`src/source/vlsu_pkg.sv`:
```
// Vector load/store unit definitions
package vlsu_pkg;

  //////////////////////////////////////////////////
  // Sizes
  //////////////////////////////////////////////////

  localparam int unsigned NR_LANES   = 2;
  localparam int unsigned ELEN       = 64;
  localparam int unsigned ELEN_BYTES = ELEN / 8;
  localparam int unsigned MEM_DATA_W = NR_LANES * ELEN;
  localparam int unsigned MEM_STRB_W = MEM_DATA_W / 8;
  // log2 of the beat size in bytes
  localparam int unsigned BEAT_SHIFT = $clog2(MEM_STRB_W);
  localparam int unsigned ADDR_W     = 32;
  localparam int unsigned VL_W       = 8;
  localparam int unsigned ID_W       = 3;
  localparam int unsigned VRF_ADDR_W = 7;

  // Queue depths
  localparam int unsigned BEAT_QUEUE_DEPTH = 4;
  localparam int unsigned LOAD_DATA_DEPTH  = 2;

  //////////////////////////////////////////////////
  // Types
  //////////////////////////////////////////////////

  typedef logic [ADDR_W-1:0]     addr_t;
  typedef logic [VL_W-1:0]       vl_t;
  typedef logic [ID_W-1:0]       id_t;
  typedef logic [VRF_ADDR_W-1:0] vrf_addr_t;
  typedef logic [ELEN-1:0]       elen_t;
  typedef logic [MEM_DATA_W-1:0] mem_data_t;

  // Instruction from the sequencer
  typedef struct packed {
    logic  is_store;
    addr_t addr;
    vl_t   vl;
    id_t   id;
  } vlsu_req_t;

  // One request per 128-bit beat
  typedef struct packed {
    addr_t addr;
    logic  we;
  } mem_req_t;

  // Beat number of a descriptor doubles as VRF index
  typedef struct packed {
    id_t                 id;
    vrf_addr_t           beat;
    logic [NR_LANES-1:0] lane_active;
    logic                last;
  } beat_t;

  typedef struct packed {
    id_t       id;
    vrf_addr_t addr;
    elen_t     wdata;
  } lane_result_t;

  typedef struct packed {
    mem_data_t             data;
    logic [MEM_STRB_W-1:0] strb;
  } mem_wbeat_t;

endpackage

```
`src/source/vlsu.sv`:
```
// Vector load/store unit top
`timescale 1ns/100ps

module vlsu (
  input  logic                                            clk_i,
  input  logic                                            arst_n_i,
  // Sequencer
  input  vlsu_pkg::vlsu_req_t                             pe_req_i,
  input  logic                                            pe_req_valid_i,
  output logic                                            pe_req_ready_o,
  output logic                                            addrgen_ack_o,
  output logic                                            load_complete_o,
  output logic                                            store_complete_o,
  output vlsu_pkg::id_t                                   complete_id_o,
  output logic                                            store_pending_o,
  // Memory request channel
  output vlsu_pkg::mem_req_t                              mem_req_o,
  output logic                                            mem_req_valid_o,
  input  logic                                            mem_req_ready_i,
  // Read data channel
  input  vlsu_pkg::mem_data_t                             mem_rdata_i,
  input  logic                                            mem_rvalid_i,
  output logic                                            mem_rready_o,
  // Write data channel
  output vlsu_pkg::mem_wbeat_t                            mem_w_o,
  output logic                                            mem_w_valid_o,
  input  logic                                            mem_w_ready_i,
  // Lanes
  input  vlsu_pkg::elen_t        [vlsu_pkg::NR_LANES-1:0] stu_operand_i,
  input  logic                   [vlsu_pkg::NR_LANES-1:0] stu_operand_valid_i,
  output logic                   [vlsu_pkg::NR_LANES-1:0] stu_operand_ready_o,
  output vlsu_pkg::lane_result_t [vlsu_pkg::NR_LANES-1:0] ldu_result_o,
  output logic                   [vlsu_pkg::NR_LANES-1:0] ldu_result_valid_o,
  input  logic                   [vlsu_pkg::NR_LANES-1:0] ldu_result_gnt_i
);

  vlsu_pkg::beat_t     beat;
  vlsu_pkg::beat_t     ld_beat;
  vlsu_pkg::beat_t     st_beat;
  logic                ld_beat_push;
  logic                st_beat_push;
  logic                ld_beat_full;
  logic                st_beat_full;
  logic                ld_beat_pop;
  logic                st_beat_pop;
  logic                ld_beat_empty;
  logic                st_beat_empty;
  vlsu_pkg::mem_data_t rdata;
  logic                rdata_full;
  logic                rdata_empty;
  logic                rdata_pop;
  vlsu_pkg::id_t       load_id;
  vlsu_pkg::id_t       store_id;

  assign mem_rready_o  = ~rdata_full;
  // Loads and stores never finish in the same cycle
  assign complete_id_o = store_complete_o ? store_id : load_id;

  //////////////////////////////////////////////////
  // Address generation
  //////////////////////////////////////////////////

  vlsu_addrgen i_addrgen (
    .clk_i,
    .arst_n_i,
    .pe_req_i,
    .pe_req_valid_i,
    .pe_req_ready_o,
    .addrgen_ack_o,
    .mem_req_o,
    .mem_req_valid_o,
    .mem_req_ready_i,
    .ld_beat_full_i  (ld_beat_full),
    .st_beat_full_i  (st_beat_full),
    .beat_o          (beat),
    .ld_beat_push_o  (ld_beat_push),
    .st_beat_push_o  (st_beat_push)
  );

  //////////////////////////////////////////////////
  // Queues
  //////////////////////////////////////////////////

  vlsu_queue #(
    .payload_t (vlsu_pkg::beat_t),
    .DEPTH     (vlsu_pkg::BEAT_QUEUE_DEPTH)
  ) i_ld_beat_queue (
    .clk_i,
    .arst_n_i,
    .push_i   (ld_beat_push),
    .data_i   (beat),
    .full_o   (ld_beat_full),
    .pop_i    (ld_beat_pop),
    .data_o   (ld_beat),
    .empty_o  (ld_beat_empty)
  );

  vlsu_queue #(
    .payload_t (vlsu_pkg::beat_t),
    .DEPTH     (vlsu_pkg::BEAT_QUEUE_DEPTH)
  ) i_st_beat_queue (
    .clk_i,
    .arst_n_i,
    .push_i   (st_beat_push),
    .data_i   (beat),
    .full_o   (st_beat_full),
    .pop_i    (st_beat_pop),
    .data_o   (st_beat),
    .empty_o  (st_beat_empty)
  );

  vlsu_queue #(
    .payload_t (vlsu_pkg::mem_data_t),
    .DEPTH     (vlsu_pkg::LOAD_DATA_DEPTH)
  ) i_rdata_queue (
    .clk_i,
    .arst_n_i,
    .push_i   (mem_rvalid_i & mem_rready_o),
    .data_i   (mem_rdata_i),
    .full_o   (rdata_full),
    .pop_i    (rdata_pop),
    .data_o   (rdata),
    .empty_o  (rdata_empty)
  );

  //////////////////////////////////////////////////
  // Load and store units
  //////////////////////////////////////////////////

  vlsu_load_unit i_load_unit (
    .clk_i,
    .arst_n_i,
    .beat_i             (ld_beat),
    .beat_empty_i       (ld_beat_empty),
    .beat_pop_o         (ld_beat_pop),
    .rdata_i            (rdata),
    .rdata_empty_i      (rdata_empty),
    .rdata_pop_o        (rdata_pop),
    .ldu_result_o,
    .ldu_result_valid_o,
    .ldu_result_gnt_i,
    .load_complete_o,
    .load_id_o          (load_id)
  );

  vlsu_store_unit i_store_unit (
    .clk_i,
    .arst_n_i,
    .beat_i              (st_beat),
    .beat_empty_i        (st_beat_empty),
    .beat_pop_o          (st_beat_pop),
    .stu_operand_i,
    .stu_operand_valid_i,
    .stu_operand_ready_o,
    .mem_w_o,
    .mem_w_valid_o,
    .mem_w_ready_i,
    .store_complete_o,
    .store_id_o          (store_id),
    .store_pending_o
  );

endmodule

```
`src/source/vlsu_addrgen.sv`:
```
// Beat address generator
`timescale 1ns/100ps

module vlsu_addrgen (
  input  logic                clk_i,
  input  logic                arst_n_i,
  // Sequencer
  input  vlsu_pkg::vlsu_req_t pe_req_i,
  input  logic                pe_req_valid_i,
  output logic                pe_req_ready_o,
  output logic                addrgen_ack_o,
  // Memory request channel
  output vlsu_pkg::mem_req_t  mem_req_o,
  output logic                mem_req_valid_o,
  input  logic                mem_req_ready_i,
  // Beat descriptor queues
  input  logic                ld_beat_full_i,
  input  logic                st_beat_full_i,
  output vlsu_pkg::beat_t     beat_o,
  output logic                ld_beat_push_o,
  output logic                st_beat_push_o
);

  vlsu_pkg::vlsu_req_t req_q;
  logic                busy_q;
  vlsu_pkg::vl_t       remaining_q;
  vlsu_pkg::vrf_addr_t beat_cnt_q;

  logic pe_fire;
  logic req_fire;
  logic queue_full;

  assign pe_req_ready_o = ~busy_q;
  assign pe_fire        = pe_req_valid_i & pe_req_ready_o;

  // Hold the request back while its descriptor queue is full
  assign queue_full      = req_q.is_store ? st_beat_full_i : ld_beat_full_i;
  assign mem_req_valid_o = busy_q & ~queue_full;
  assign req_fire        = mem_req_valid_o & mem_req_ready_i;

  //////////////////////////////////////////////////
  // Beat request and descriptor
  //////////////////////////////////////////////////

  assign mem_req_o.addr = req_q.addr +
                          (vlsu_pkg::addr_t'(beat_cnt_q) << vlsu_pkg::BEAT_SHIFT);
  assign mem_req_o.we   = req_q.is_store;

  always_comb begin
    beat_o.id   = req_q.id;
    beat_o.beat = beat_cnt_q;
    beat_o.last = remaining_q <= vlsu_pkg::vl_t'(vlsu_pkg::NR_LANES);
    // Lane k holds an element while more than k remain
    for (int unsigned k = 0; k < vlsu_pkg::NR_LANES; k++) begin
      beat_o.lane_active[k] = remaining_q > vlsu_pkg::vl_t'(k);
    end
  end

  assign ld_beat_push_o = req_fire & ~req_q.is_store;
  assign st_beat_push_o = req_fire &  req_q.is_store;
  assign addrgen_ack_o  = req_fire & beat_o.last;

  //////////////////////////////////////////////////
  // Instruction state
  //////////////////////////////////////////////////

  always_ff @(posedge clk_i or negedge arst_n_i) begin
    if (!arst_n_i) begin
      busy_q      <= 1'b0;
      remaining_q <= '0;
      beat_cnt_q  <= '0;
    end else if (pe_fire) begin
      busy_q      <= 1'b1;
      remaining_q <= pe_req_i.vl;
      beat_cnt_q  <= '0;
    end else if (req_fire) begin
      busy_q      <= ~beat_o.last;
      remaining_q <= remaining_q - vlsu_pkg::vl_t'(vlsu_pkg::NR_LANES);
      beat_cnt_q  <= beat_cnt_q + vlsu_pkg::vrf_addr_t'(1);
    end
  end

  always_ff @(posedge clk_i) begin
    if (pe_fire) begin
      req_q <= pe_req_i;
    end
  end

  // Every unit-stride beat must map onto one memory word
  a_base_aligned: assert property (@(posedge clk_i) disable iff (!arst_n_i)
    pe_fire |-> pe_req_i.addr[vlsu_pkg::BEAT_SHIFT-1:0] == '0)
    else $error("vlsu_addrgen: base address not 16-byte aligned");

endmodule

```
`src/source/vlsu_load_unit.sv`:
```
// Vector load unit
`timescale 1ns/100ps

module vlsu_load_unit (
  input  logic                                            clk_i,
  input  logic                                            arst_n_i,
  // Load beat descriptors
  input  vlsu_pkg::beat_t                                 beat_i,
  input  logic                                            beat_empty_i,
  output logic                                            beat_pop_o,
  // Read data queue
  input  vlsu_pkg::mem_data_t                             rdata_i,
  input  logic                                            rdata_empty_i,
  output logic                                            rdata_pop_o,
  // Lanes
  output vlsu_pkg::lane_result_t [vlsu_pkg::NR_LANES-1:0] ldu_result_o,
  output logic                   [vlsu_pkg::NR_LANES-1:0] ldu_result_valid_o,
  input  logic                   [vlsu_pkg::NR_LANES-1:0] ldu_result_gnt_i,
  // Completion
  output logic                                            load_complete_o,
  output vlsu_pkg::id_t                                   load_id_o
);

  // A beat is on offer to the lanes
  logic                          active_q;
  logic [vlsu_pkg::NR_LANES-1:0] granted_q;

  logic all_granted;
  logic retire;

  //////////////////////////////////////////////////
  // Lane results
  //////////////////////////////////////////////////

  // Both heads stay put until retire, so they carry the result payload
  always_comb begin
    for (int unsigned k = 0; k < vlsu_pkg::NR_LANES; k++) begin
      ldu_result_o[k].id    = beat_i.id;
      ldu_result_o[k].addr  = beat_i.beat;
      ldu_result_o[k].wdata = rdata_i[k*vlsu_pkg::ELEN +: vlsu_pkg::ELEN];
    end
  end

  assign ldu_result_valid_o = {vlsu_pkg::NR_LANES{active_q}} & beat_i.lane_active &
                              ~granted_q;

  // Inactive lanes count as done
  assign all_granted = &(granted_q | ~beat_i.lane_active);
  assign retire      = active_q & all_granted;

  assign beat_pop_o      = retire;
  assign rdata_pop_o     = retire;
  assign load_complete_o = retire & beat_i.last;
  assign load_id_o       = beat_i.id;

  //////////////////////////////////////////////////
  // Beat state
  //////////////////////////////////////////////////

  always_ff @(posedge clk_i or negedge arst_n_i) begin
    if (!arst_n_i) begin
      active_q  <= 1'b0;
      granted_q <= '0;
    end else if (retire) begin
      active_q  <= 1'b0;
      granted_q <= '0;
    end else if (active_q) begin
      // Lanes may accept in different cycles
      granted_q <= granted_q | (ldu_result_gnt_i & ldu_result_valid_o);
    end else if (!beat_empty_i && !rdata_empty_i) begin
      active_q <= 1'b1;
    end
  end

  a_gnt_needs_valid: assert property (@(posedge clk_i) disable iff (!arst_n_i)
    (ldu_result_gnt_i & ~ldu_result_valid_o) == '0)
    else $error("vlsu_load_unit: lane grant without a valid result");

endmodule

```
`src/source/vlsu_queue.sv`:
```
// Small circular FIFO
`timescale 1ns/100ps

module vlsu_queue #(
  parameter type         payload_t = logic,
  parameter int unsigned DEPTH     = 2
) (
  input  logic     clk_i,
  input  logic     arst_n_i,
  input  logic     push_i,
  input  payload_t data_i,
  output logic     full_o,
  input  logic     pop_i,
  output payload_t data_o,
  output logic     empty_o
);

  typedef logic [$clog2(DEPTH)-1:0]   ptr_t;
  typedef logic [$clog2(DEPTH+1)-1:0] cnt_t;

  payload_t mem_q [DEPTH];
  ptr_t     rd_ptr_q;
  ptr_t     wr_ptr_q;
  cnt_t     count_q;

  assign full_o  = count_q == cnt_t'(DEPTH);
  assign empty_o = count_q == '0;
  assign data_o  = mem_q[rd_ptr_q];

  // Pointers and fill level
  always_ff @(posedge clk_i or negedge arst_n_i) begin
    if (!arst_n_i) begin
      rd_ptr_q <= '0;
      wr_ptr_q <= '0;
      count_q  <= '0;
    end else begin
      if (push_i) begin
        wr_ptr_q <= (wr_ptr_q == ptr_t'(DEPTH - 1)) ? '0 : wr_ptr_q + ptr_t'(1);
      end
      if (pop_i) begin
        rd_ptr_q <= (rd_ptr_q == ptr_t'(DEPTH - 1)) ? '0 : rd_ptr_q + ptr_t'(1);
      end
      unique case ({push_i, pop_i})
        2'b10:   count_q <= count_q + cnt_t'(1);
        2'b01:   count_q <= count_q - cnt_t'(1);
        default: count_q <= count_q;
      endcase
    end
  end

  always_ff @(posedge clk_i) begin
    if (push_i) begin
      mem_q[wr_ptr_q] <= data_i;
    end
  end

  // Producers watch full, consumers watch empty
  a_no_overflow: assert property (@(posedge clk_i) disable iff (!arst_n_i)
    !(push_i && full_o) && !(pop_i && empty_o))
    else $error("vlsu_queue: push while full or pop while empty");

endmodule

```
`src/source/vlsu_store_unit.sv`:
```
// Vector store unit
`timescale 1ns/100ps

module vlsu_store_unit (
  input  logic                                     clk_i,
  input  logic                                     arst_n_i,
  // Store beat descriptors
  input  vlsu_pkg::beat_t                          beat_i,
  input  logic                                     beat_empty_i,
  output logic                                     beat_pop_o,
  // Lane operands
  input  vlsu_pkg::elen_t [vlsu_pkg::NR_LANES-1:0] stu_operand_i,
  input  logic            [vlsu_pkg::NR_LANES-1:0] stu_operand_valid_i,
  output logic            [vlsu_pkg::NR_LANES-1:0] stu_operand_ready_o,
  // Write data channel
  output vlsu_pkg::mem_wbeat_t                     mem_w_o,
  output logic                                     mem_w_valid_o,
  input  logic                                     mem_w_ready_i,
  // Completion
  output logic                                     store_complete_o,
  output vlsu_pkg::id_t                            store_id_o,
  output logic                                     store_pending_o
);

  logic                 w_valid_q;
  vlsu_pkg::mem_wbeat_t w_beat_q;
  vlsu_pkg::mem_wbeat_t w_beat_d;

  logic operands_ok;
  logic load_beat;
  logic w_fire;

  assign operands_ok = &(stu_operand_valid_i | ~beat_i.lane_active);
  assign load_beat   = ~w_valid_q & ~beat_empty_i & operands_ok;
  assign w_fire      = w_valid_q & mem_w_ready_i;

  //////////////////////////////////////////////////
  // Write beat assembly
  //////////////////////////////////////////////////

  always_comb begin
    for (int unsigned k = 0; k < vlsu_pkg::NR_LANES; k++) begin
      w_beat_d.data[k*vlsu_pkg::ELEN +: vlsu_pkg::ELEN] = stu_operand_i[k];
      // Bytes past vl keep their old memory contents
      w_beat_d.strb[k*vlsu_pkg::ELEN_BYTES +: vlsu_pkg::ELEN_BYTES] =
        {vlsu_pkg::ELEN_BYTES{beat_i.lane_active[k]}};
    end
  end

  always_ff @(posedge clk_i or negedge arst_n_i) begin
    if (!arst_n_i) begin
      w_valid_q <= 1'b0;
    end else if (w_fire) begin
      w_valid_q <= 1'b0;
    end else if (load_beat) begin
      w_valid_q <= 1'b1;
    end
  end

  always_ff @(posedge clk_i) begin
    if (load_beat) begin
      w_beat_q <= w_beat_d;
    end
  end

  assign mem_w_o       = w_beat_q;
  assign mem_w_valid_o = w_valid_q;

  // Operands and descriptor leave together with the beat
  assign stu_operand_ready_o = {vlsu_pkg::NR_LANES{w_fire}} & beat_i.lane_active;
  assign beat_pop_o          = w_fire;

  assign store_complete_o = w_fire & beat_i.last;
  assign store_id_o       = beat_i.id;
  assign store_pending_o  = ~beat_empty_i | w_valid_q;

endmodule

```
`config.mk`:
```
export PLATFORM = sky130hd
export DESIGN_NAME = vlsu
export DESIGN_NICKNAME = d
export VERILOG_FILES = /design/src/source/vlsu_pkg.sv /design/src/source/vlsu.sv /design/src/source/vlsu_addrgen.sv /design/src/source/vlsu_load_unit.sv /design/src/source/vlsu_queue.sv /design/src/source/vlsu_store_unit.sv
export SDC_FILE = /design/constraint.sdc
export NUM_CORES = 1
export LEC_CHECK = 0
export BUFFER_PORTS_ARGS = -buffer_cell sky130_fd_sc_hd__buf_2
export CAP_MARGIN = 5
export CORE_ASPECT_RATIO = 0.75
export CORE_MARGIN = 2
export CORE_UTILIZATION = 31
export CTS_CLUSTER_DIAMETER = 200
export DETAILED_ROUTE_END_ITERATION = 8
export GPL_TIMING_DRIVEN = 0
export PLACE_DENSITY = 0.57
export SKIP_CTS_REPAIR_TIMING = 1
export SLEW_MARGIN = 20
export SYNTH_ARGS = -nofsm -noshare
export SYNTH_HDL_FRONTEND = slang
export SYNTH_SLANG_ARGS = --single-unit
export TNS_END_PERCENT = 20
```
`constraint.sdc`:
```
create_clock -name clk_i -period 11.3 [get_ports clk_i]
set_clock_uncertainty 0.2 [all_clocks]
set_input_delay 2.26 -clock clk_i [delete_from_list [all_inputs] [get_ports clk_i]]
set_output_delay 2.26 -clock clk_i [all_outputs]
set_load 0.03 [all_outputs]
```
== Word level (Yosys, flattened, before mapping) ==
Memory sizes are Yosys's and may differ from the RTL's.
Index checks and enable logic that the tools add are counted.

* Add/sub/neg operators: 15
* Bitwise gates (word level): 31
* Equal/unequal tests: 13
* Order comparisons: 3
* Muxes and demuxes: 30
* Reduce and logical (&&, ||, !) cells: 14

{| class="wikitable"
|+ Operator list
! operator !! number
|-
| adder 32 x 11 -> 32 bit || 1
|-
| equality test 2 bit (second input constant) || 8
|-
| > comparator 8 x 1 -> 1 bit (second input constant) || 2
|-
| 2-to-1 mux 1 bit || 16
|-
| 2-to-1 mux 8 bit || 2
|-
| 2-to-1 mux 7 bit || 2
|-
| bitwise AND 1 bit || 13
|-
| 2-to-1 mux 2 bit || 6
|-
| one-hot mux 3 bit (2 select lines) || 2
|-
| nonzero test 2 bit || 6
|-
| adder 2 x 1 -> 2 bit (second input constant) || 5
|-
| bitwise AND 2 bit || 4
|-
| <= comparator 8 x 2 -> 1 bit (second input constant) || 1
|-
| subtractor 8 x 2 -> 8 bit (second input constant) || 1
|-
| adder 7 x 1 -> 7 bit (second input constant) || 1
|-
| NOT 1 bit || 7
|-
| adder 3 x 1 -> 3 bit (second input constant) || 2
|-
| equality test 2 x 1 -> 1 bit (second input constant) || 3
|-
| equality test 3 bit (second input constant) || 2
|-
| logical NOT 3 bit || 2
|-
| NOT 2 bit || 3
|-
| bitwise OR 2 bit || 3
|-
| subtractor 3 x 1 -> 3 bit (second input constant) || 2
|-
| one-hot mux 2 bit (2 select lines) || 1
|-
| 8 further kinds || 11
|}

* RAM bits: 360
* Flip-flop bits (word level): 211
* Bits of input ports: 310
* Word-level logic and storage cells: 129
* Memories: 3
* Output and inout bits: 340

{| class="wikitable"
|+ Memories
! memory !! words !! width !! read ports !! clocked after Yosys merged registers in !! write ports !! line !! source
|-
| i_rdata_queue.mem_q || 2 || 128 || 1 || 0 || 1 || vlsu_queue.sv:21 || <nowiki>payload_t mem_q [DEPTH];</nowiki>
|-
| i_ld_beat_queue.mem_q || 4 || 13 || 1 || 0 || 1 || vlsu_queue.sv:21 ||
|-
| i_st_beat_queue.mem_q || 4 || 13 || 1 || 0 || 1 || vlsu_queue.sv:21 ||
|}

== Depth between registers and ports, before layout ==
* Word-level depth: 8
* Mapped depth: 10

== Hierarchy ==
From an unflattened synthesis, not the netlist that was laid out.

* Cell total of the unflattened synthesis: 1186
* Area, all modules: 22295.1 um^2

{| class="wikitable"
|+ Modules (own cells, without submodules)
! module !! cells an instance !! area an instance (um^2) !! instances !! seq. area each (um^2)
|-
| vlsu_queue at i_rdata_queue || 414 || 9464.1 || 1 || 7787.5
|-
| vlsu_queue at i_ld_beat_queue ... || 106 || 2324.7 || 2 || 1736.7
|-
| vlsu_store_unit || 158 || 4134.0 || 1 || 3928.8
|-
| vlsu_addrgen || 227 || 2691.3 || 1 || 1481.4
|-
| vlsu_load_unit || 170 || 1312.5 || 1 || 75.1
|-
| vlsu || 5 || 43.8 || 1 || 0.0
|}

== Least setup slack after synthesis ==
No wires, ideal clock.

* Kind: input port to flip-flop
* Start: input mem_rvalid_i
* End: memory i_rdata_queue.mem_q[0][0] (netlist name), enable pin
* Setup time: 0.617 ns
* Cell stages on the path: 2
* Slack: 2.799 ns
* Arrival: 7.684 ns
* Path buffers: 0
* Cells stage by stage: nand2_1 > nor2_1

* Word-level cells in the longest chain between the ends: 3

{| class="wikitable"
|+ Ends and longest elaborated chain
! what !! line !! source
|-
| start, declared || vlsu.sv:22 || <nowiki>input logic mem_rvalid_i,</nowiki>
|-
| bitwise AND 1 bit || vlsu.sv:118 || <nowiki>.push_i (mem_rvalid_i & mem_rready_o),</nowiki>
|-
| 2-to-1 mux 1 bit || vlsu_queue.sv:52 || <nowiki>if (push_i) begin</nowiki>
|-
| 2-to-1 mux 1 bit (not written as such) || vlsu_queue.sv:53 || <nowiki>mem_q[wr_ptr_q] <= data_i;</nowiki>
|-
| end, declared || vlsu_queue.sv:21 ||
|}

Every way passes these cells.

== Final worst setup path ==
* Start: input mem_w_ready_i
* End: output complete_id_o[2]

* Word-level cells in the longest chain between the ends: 3

{| class="wikitable"
|+ Ends and longest elaborated chain
! what !! line !! source
|-
| start, declared || vlsu.sv:27 || <nowiki>input logic mem_w_ready_i,</nowiki>
|-
| bitwise AND 1 bit || vlsu_store_unit.sv:35 || <nowiki>assign w_fire = w_valid_q & mem_w_ready_i;</nowiki>
|-
| net i_st_beat_queue.pop_i || vlsu_queue.sv:13 || <nowiki>input logic pop_i,</nowiki>
|-
| bitwise AND 1 bit || vlsu_store_unit.sv:73 || <nowiki>assign store_complete_o = w_fire & beat_i.last;</nowiki>
|-
| 2-to-1 mux 3 bit || vlsu.sv:57 || <nowiki>assign complete_id_o = store_complete_o ? store_id : load_id;</nowiki>
|-
| end, declared || vlsu.sv:14 || <nowiki>output vlsu_pkg::id_t complete_id_o,</nowiki>
|}

The timed path passes the listed nets, and every way through them passes these cells.

==> results.cfg <==
[synthesis]
synth.net_count = 1358
synth_cells = 1023
synthFlopType = edfxtp_1
ys_async_sr_fraction = 0.0709
synth_commonest_cells = edfxtp_1 (498), mux2_2 (136), dfrtp_1 (38), buf_4 (30), xnor2_1 (29)
synth_cell_type_count = 55
yosysWarnings = 0
synth_seq_cells = 536
synth_area_leader_cell = edfxtp_1
synthesis.area_sq_um = 20100
syn_avg_cell_area_sq_um = 19.6
synth_top_cells_by_area = edfxtp_1 (74%), mux2_2 (7.6%), dfrtp_1 (4.7%)
synth_top_area_share = 0.744
synthMostInstantiatedCell = edfxtp_1
synth_seq_area_share = 0.791
number_of_flops_mapped_to_enable_cells_by_yosys = 498

[worst_hold_path]
hold_path.class = reg -> reg

[critical_path]
reg2regPathDepth = 13
worstPathArrival_ps = 3350
endpoint = complete_id_o[2]
r2r-start = i_st_beat_queue.rd_ptr_q[1]
critical_path_required_ps = 8840
worstPathMaxFanout = 4
crit_type = in -> out
kind_of_end_point_of_the_critical_path = output pin
r2r_setup_slack_ps = 7180
startpoint = mem_w_ready_i
crit_path_start_kind = primary input
worst_r2r_endpoint = i_store_unit.mem_w_o[137]

[clocking]
root_buffer = clkbuf_16
path_clk_slew_ps = 60
insertion_delay_ps = 600
cts_tree = done
cts.path.max_buffers = 3
numCtsBuffers = 55
ctsHtreeMaxLevel = 2
cts.sinks = 536

[power]
worst_ir_drop_vdd_v = 0.000207
static-leakage-power_nw = 10.3
power_per_cell_area_nw_per_um2 = 271

[sta]
slew_headroom = 0.347
min_period_ps = 5810
fin_tns_setup_ps = 0
report.final.setup_viol = 0
report.final.hold_viol_count = 0
final_min_period_over_clock_period = 0.514
maxClockFrequency_mhz = 172
number_of_pins_exceeding_their_max_slew_limit_in_the_final_report = 0
postLayoutSetupSlackWorst_ps = 5490
unrepaired_setup_endpoints_after_global_routing = no
max_slew.worst_pin.slew_ps = 979

[global_route]
maximum_number_of_pins_on_one_net_before_global_route_repair = 49
grt_pass1_wl_um = 76900
grt_overflow = 0
vias_in_the_first_global_route = 12000
antenna_violations_before_repair = 21
grt_usage = 0.155

[run_status]
outcome = completed

[placement]
placement.setup.worst_slack_ps = 5480
portBuffers = 649
post-dp-hpwl_um = 41100
gp_congestion = 0.867
dpl.cell_count = 2554
dpl-instance-area_sq_um = 24800

[floorplan]
floorplan.die.height_um = 225
die_area_sq_um = 66900
die_w_um = 298
floorplan.initialDensity = 0.315
design.core.area_sq_um = 63900
placement_rows = 80
io_pins = 650

[drt]
antenna_left = 0
wl_per_cell_um = 20.3
drt_initial_violations = 583
drt-total-wl_um = 54000
routed-via-count = 11900
vias_per_cell = 4.47
drt_pass1_iterations = 4
drt_drc_violations_left = 0

[final_layout]
area_growth_pct = 32.5
layout-drive-gt1-share = 0.532
finish.utilization = 0.417
fin_nets = 2085
design_area_sq_um = 26600
stdcell_count = 2660

[run]
number_of_maximum_capacitance_violations = 0
-- registers in the layout (all words and copies together) (netlist names), 2 cells and up --
signal	cells
i_ld_beat_queue.rd_ptr_q	2
i_ld_beat_queue.count_q	3
i_st_beat_queue.wr_ptr_q	2
i_addrgen.req_q	32
i_rdata_queue.count_q	2
i_addrgen.beat_cnt_q	7
i_addrgen.remaining_q	8
i_ld_beat_queue.wr_ptr_q	2
i_st_beat_queue.mem_q	24
i_ld_beat_queue.mem_q	52
i_store_unit.mem_w_o	130
i_st_beat_queue.rd_ptr_q	2
i_addrgen.beat_o	3
i_st_beat_queue.count_q	3
i_rdata_queue.mem_q	256
i_load_unit.granted_q	2
-- where the power goes --
group,switching [mW],internal [mW],leakage (nW)
combinational,1.70,0.864,4.38
sequential,0.155,2.64,5.00
clock,0.768,1.09,0.901
total,2.63,4.60,10.3
-- kinds of logic after synthesis --
logic type	share of synthesized area
xor gates and xnor gates	0.0166
adders and majority gates	0.0167
AOI/OAI and AO/OA	0.0205
buffers and inverters	0.0223
and+or+nand+nor	0.0339
DFF	0.791
muxes	0.0987
-- metal layers --
metal / GRT usage / wire [um] / up-vias
met3: 0.0528 / 4330 / 109
met2: 0.256 / 26400 / 420
li1: - / - / 5438
met1: 0.190 / 21800 / 5901
met4: 0.0517 / 1450 / 16
met5: 0 / 106 / -
-- worst min-delay path by stage --
stage                                          start                          to  slack (ps)  cells after the start
after floorplan           i_ld_beat_queue.count_q[2]  i_ld_beat_queue.count_q[2]         260                      1
after detailed placement  i_ld_beat_queue.count_q[2]  i_ld_beat_queue.count_q[2]         280                      1
after CTS                 i_ld_beat_queue.count_q[2]  i_ld_beat_queue.count_q[2]         290                      1
after global placement        i_rdata_queue.wr_ptr_q      i_rdata_queue.wr_ptr_q         280                      1
final                     i_ld_beat_queue.count_q[2]  i_ld_beat_queue.count_q[2]         290                      1
after global routing      i_ld_beat_queue.count_q[2]  i_ld_beat_queue.count_q[2]         330                      1
-- layout make-up --
cell class	instances	area, sq um
clock inverter	36	414
multi-input combinational	403	3760
sequential	536	15900
tap	861	1080
buffer	55	339
fill	5938	37200
timing repair buffer	670	3590
clock buffer	63	1430
antenna	7	17.5
inverter	29	110
-- cell usage in the layout, fill, tap and decap left out, types with 17 or more instances in the layout --
cell	synthesis	final
nand2_1	24	24
clkbuf_16	0	55
ha_1	22	22
nor2_1	18	17
edfxtp_1	498	498
buf_4	30	40
mux4_2	17	17
inv_1	28	28
buf_2	4	653
dfrtp_1	38	38
mux2_2	136	136
clkbuf_1	18	24
xnor2_1	29	29
-- critical path, stage by stage --
cell	delay (ps)
buf_2	120
nand2_1	130
inv_1	90
nand2_1	190
mux2_2	370
buf_2	190
-- stage by stage --
step           power (mW)  hold slack [ps]
2_1_floorplan        4.61              256
3_3_place_gp         5.41              277
3_5_place_dp         5.44              284
4_1_cts              7.33              293
5_1_grt              7.57              326
6_report             7.22              292
(Power assumes the default switching activity.)
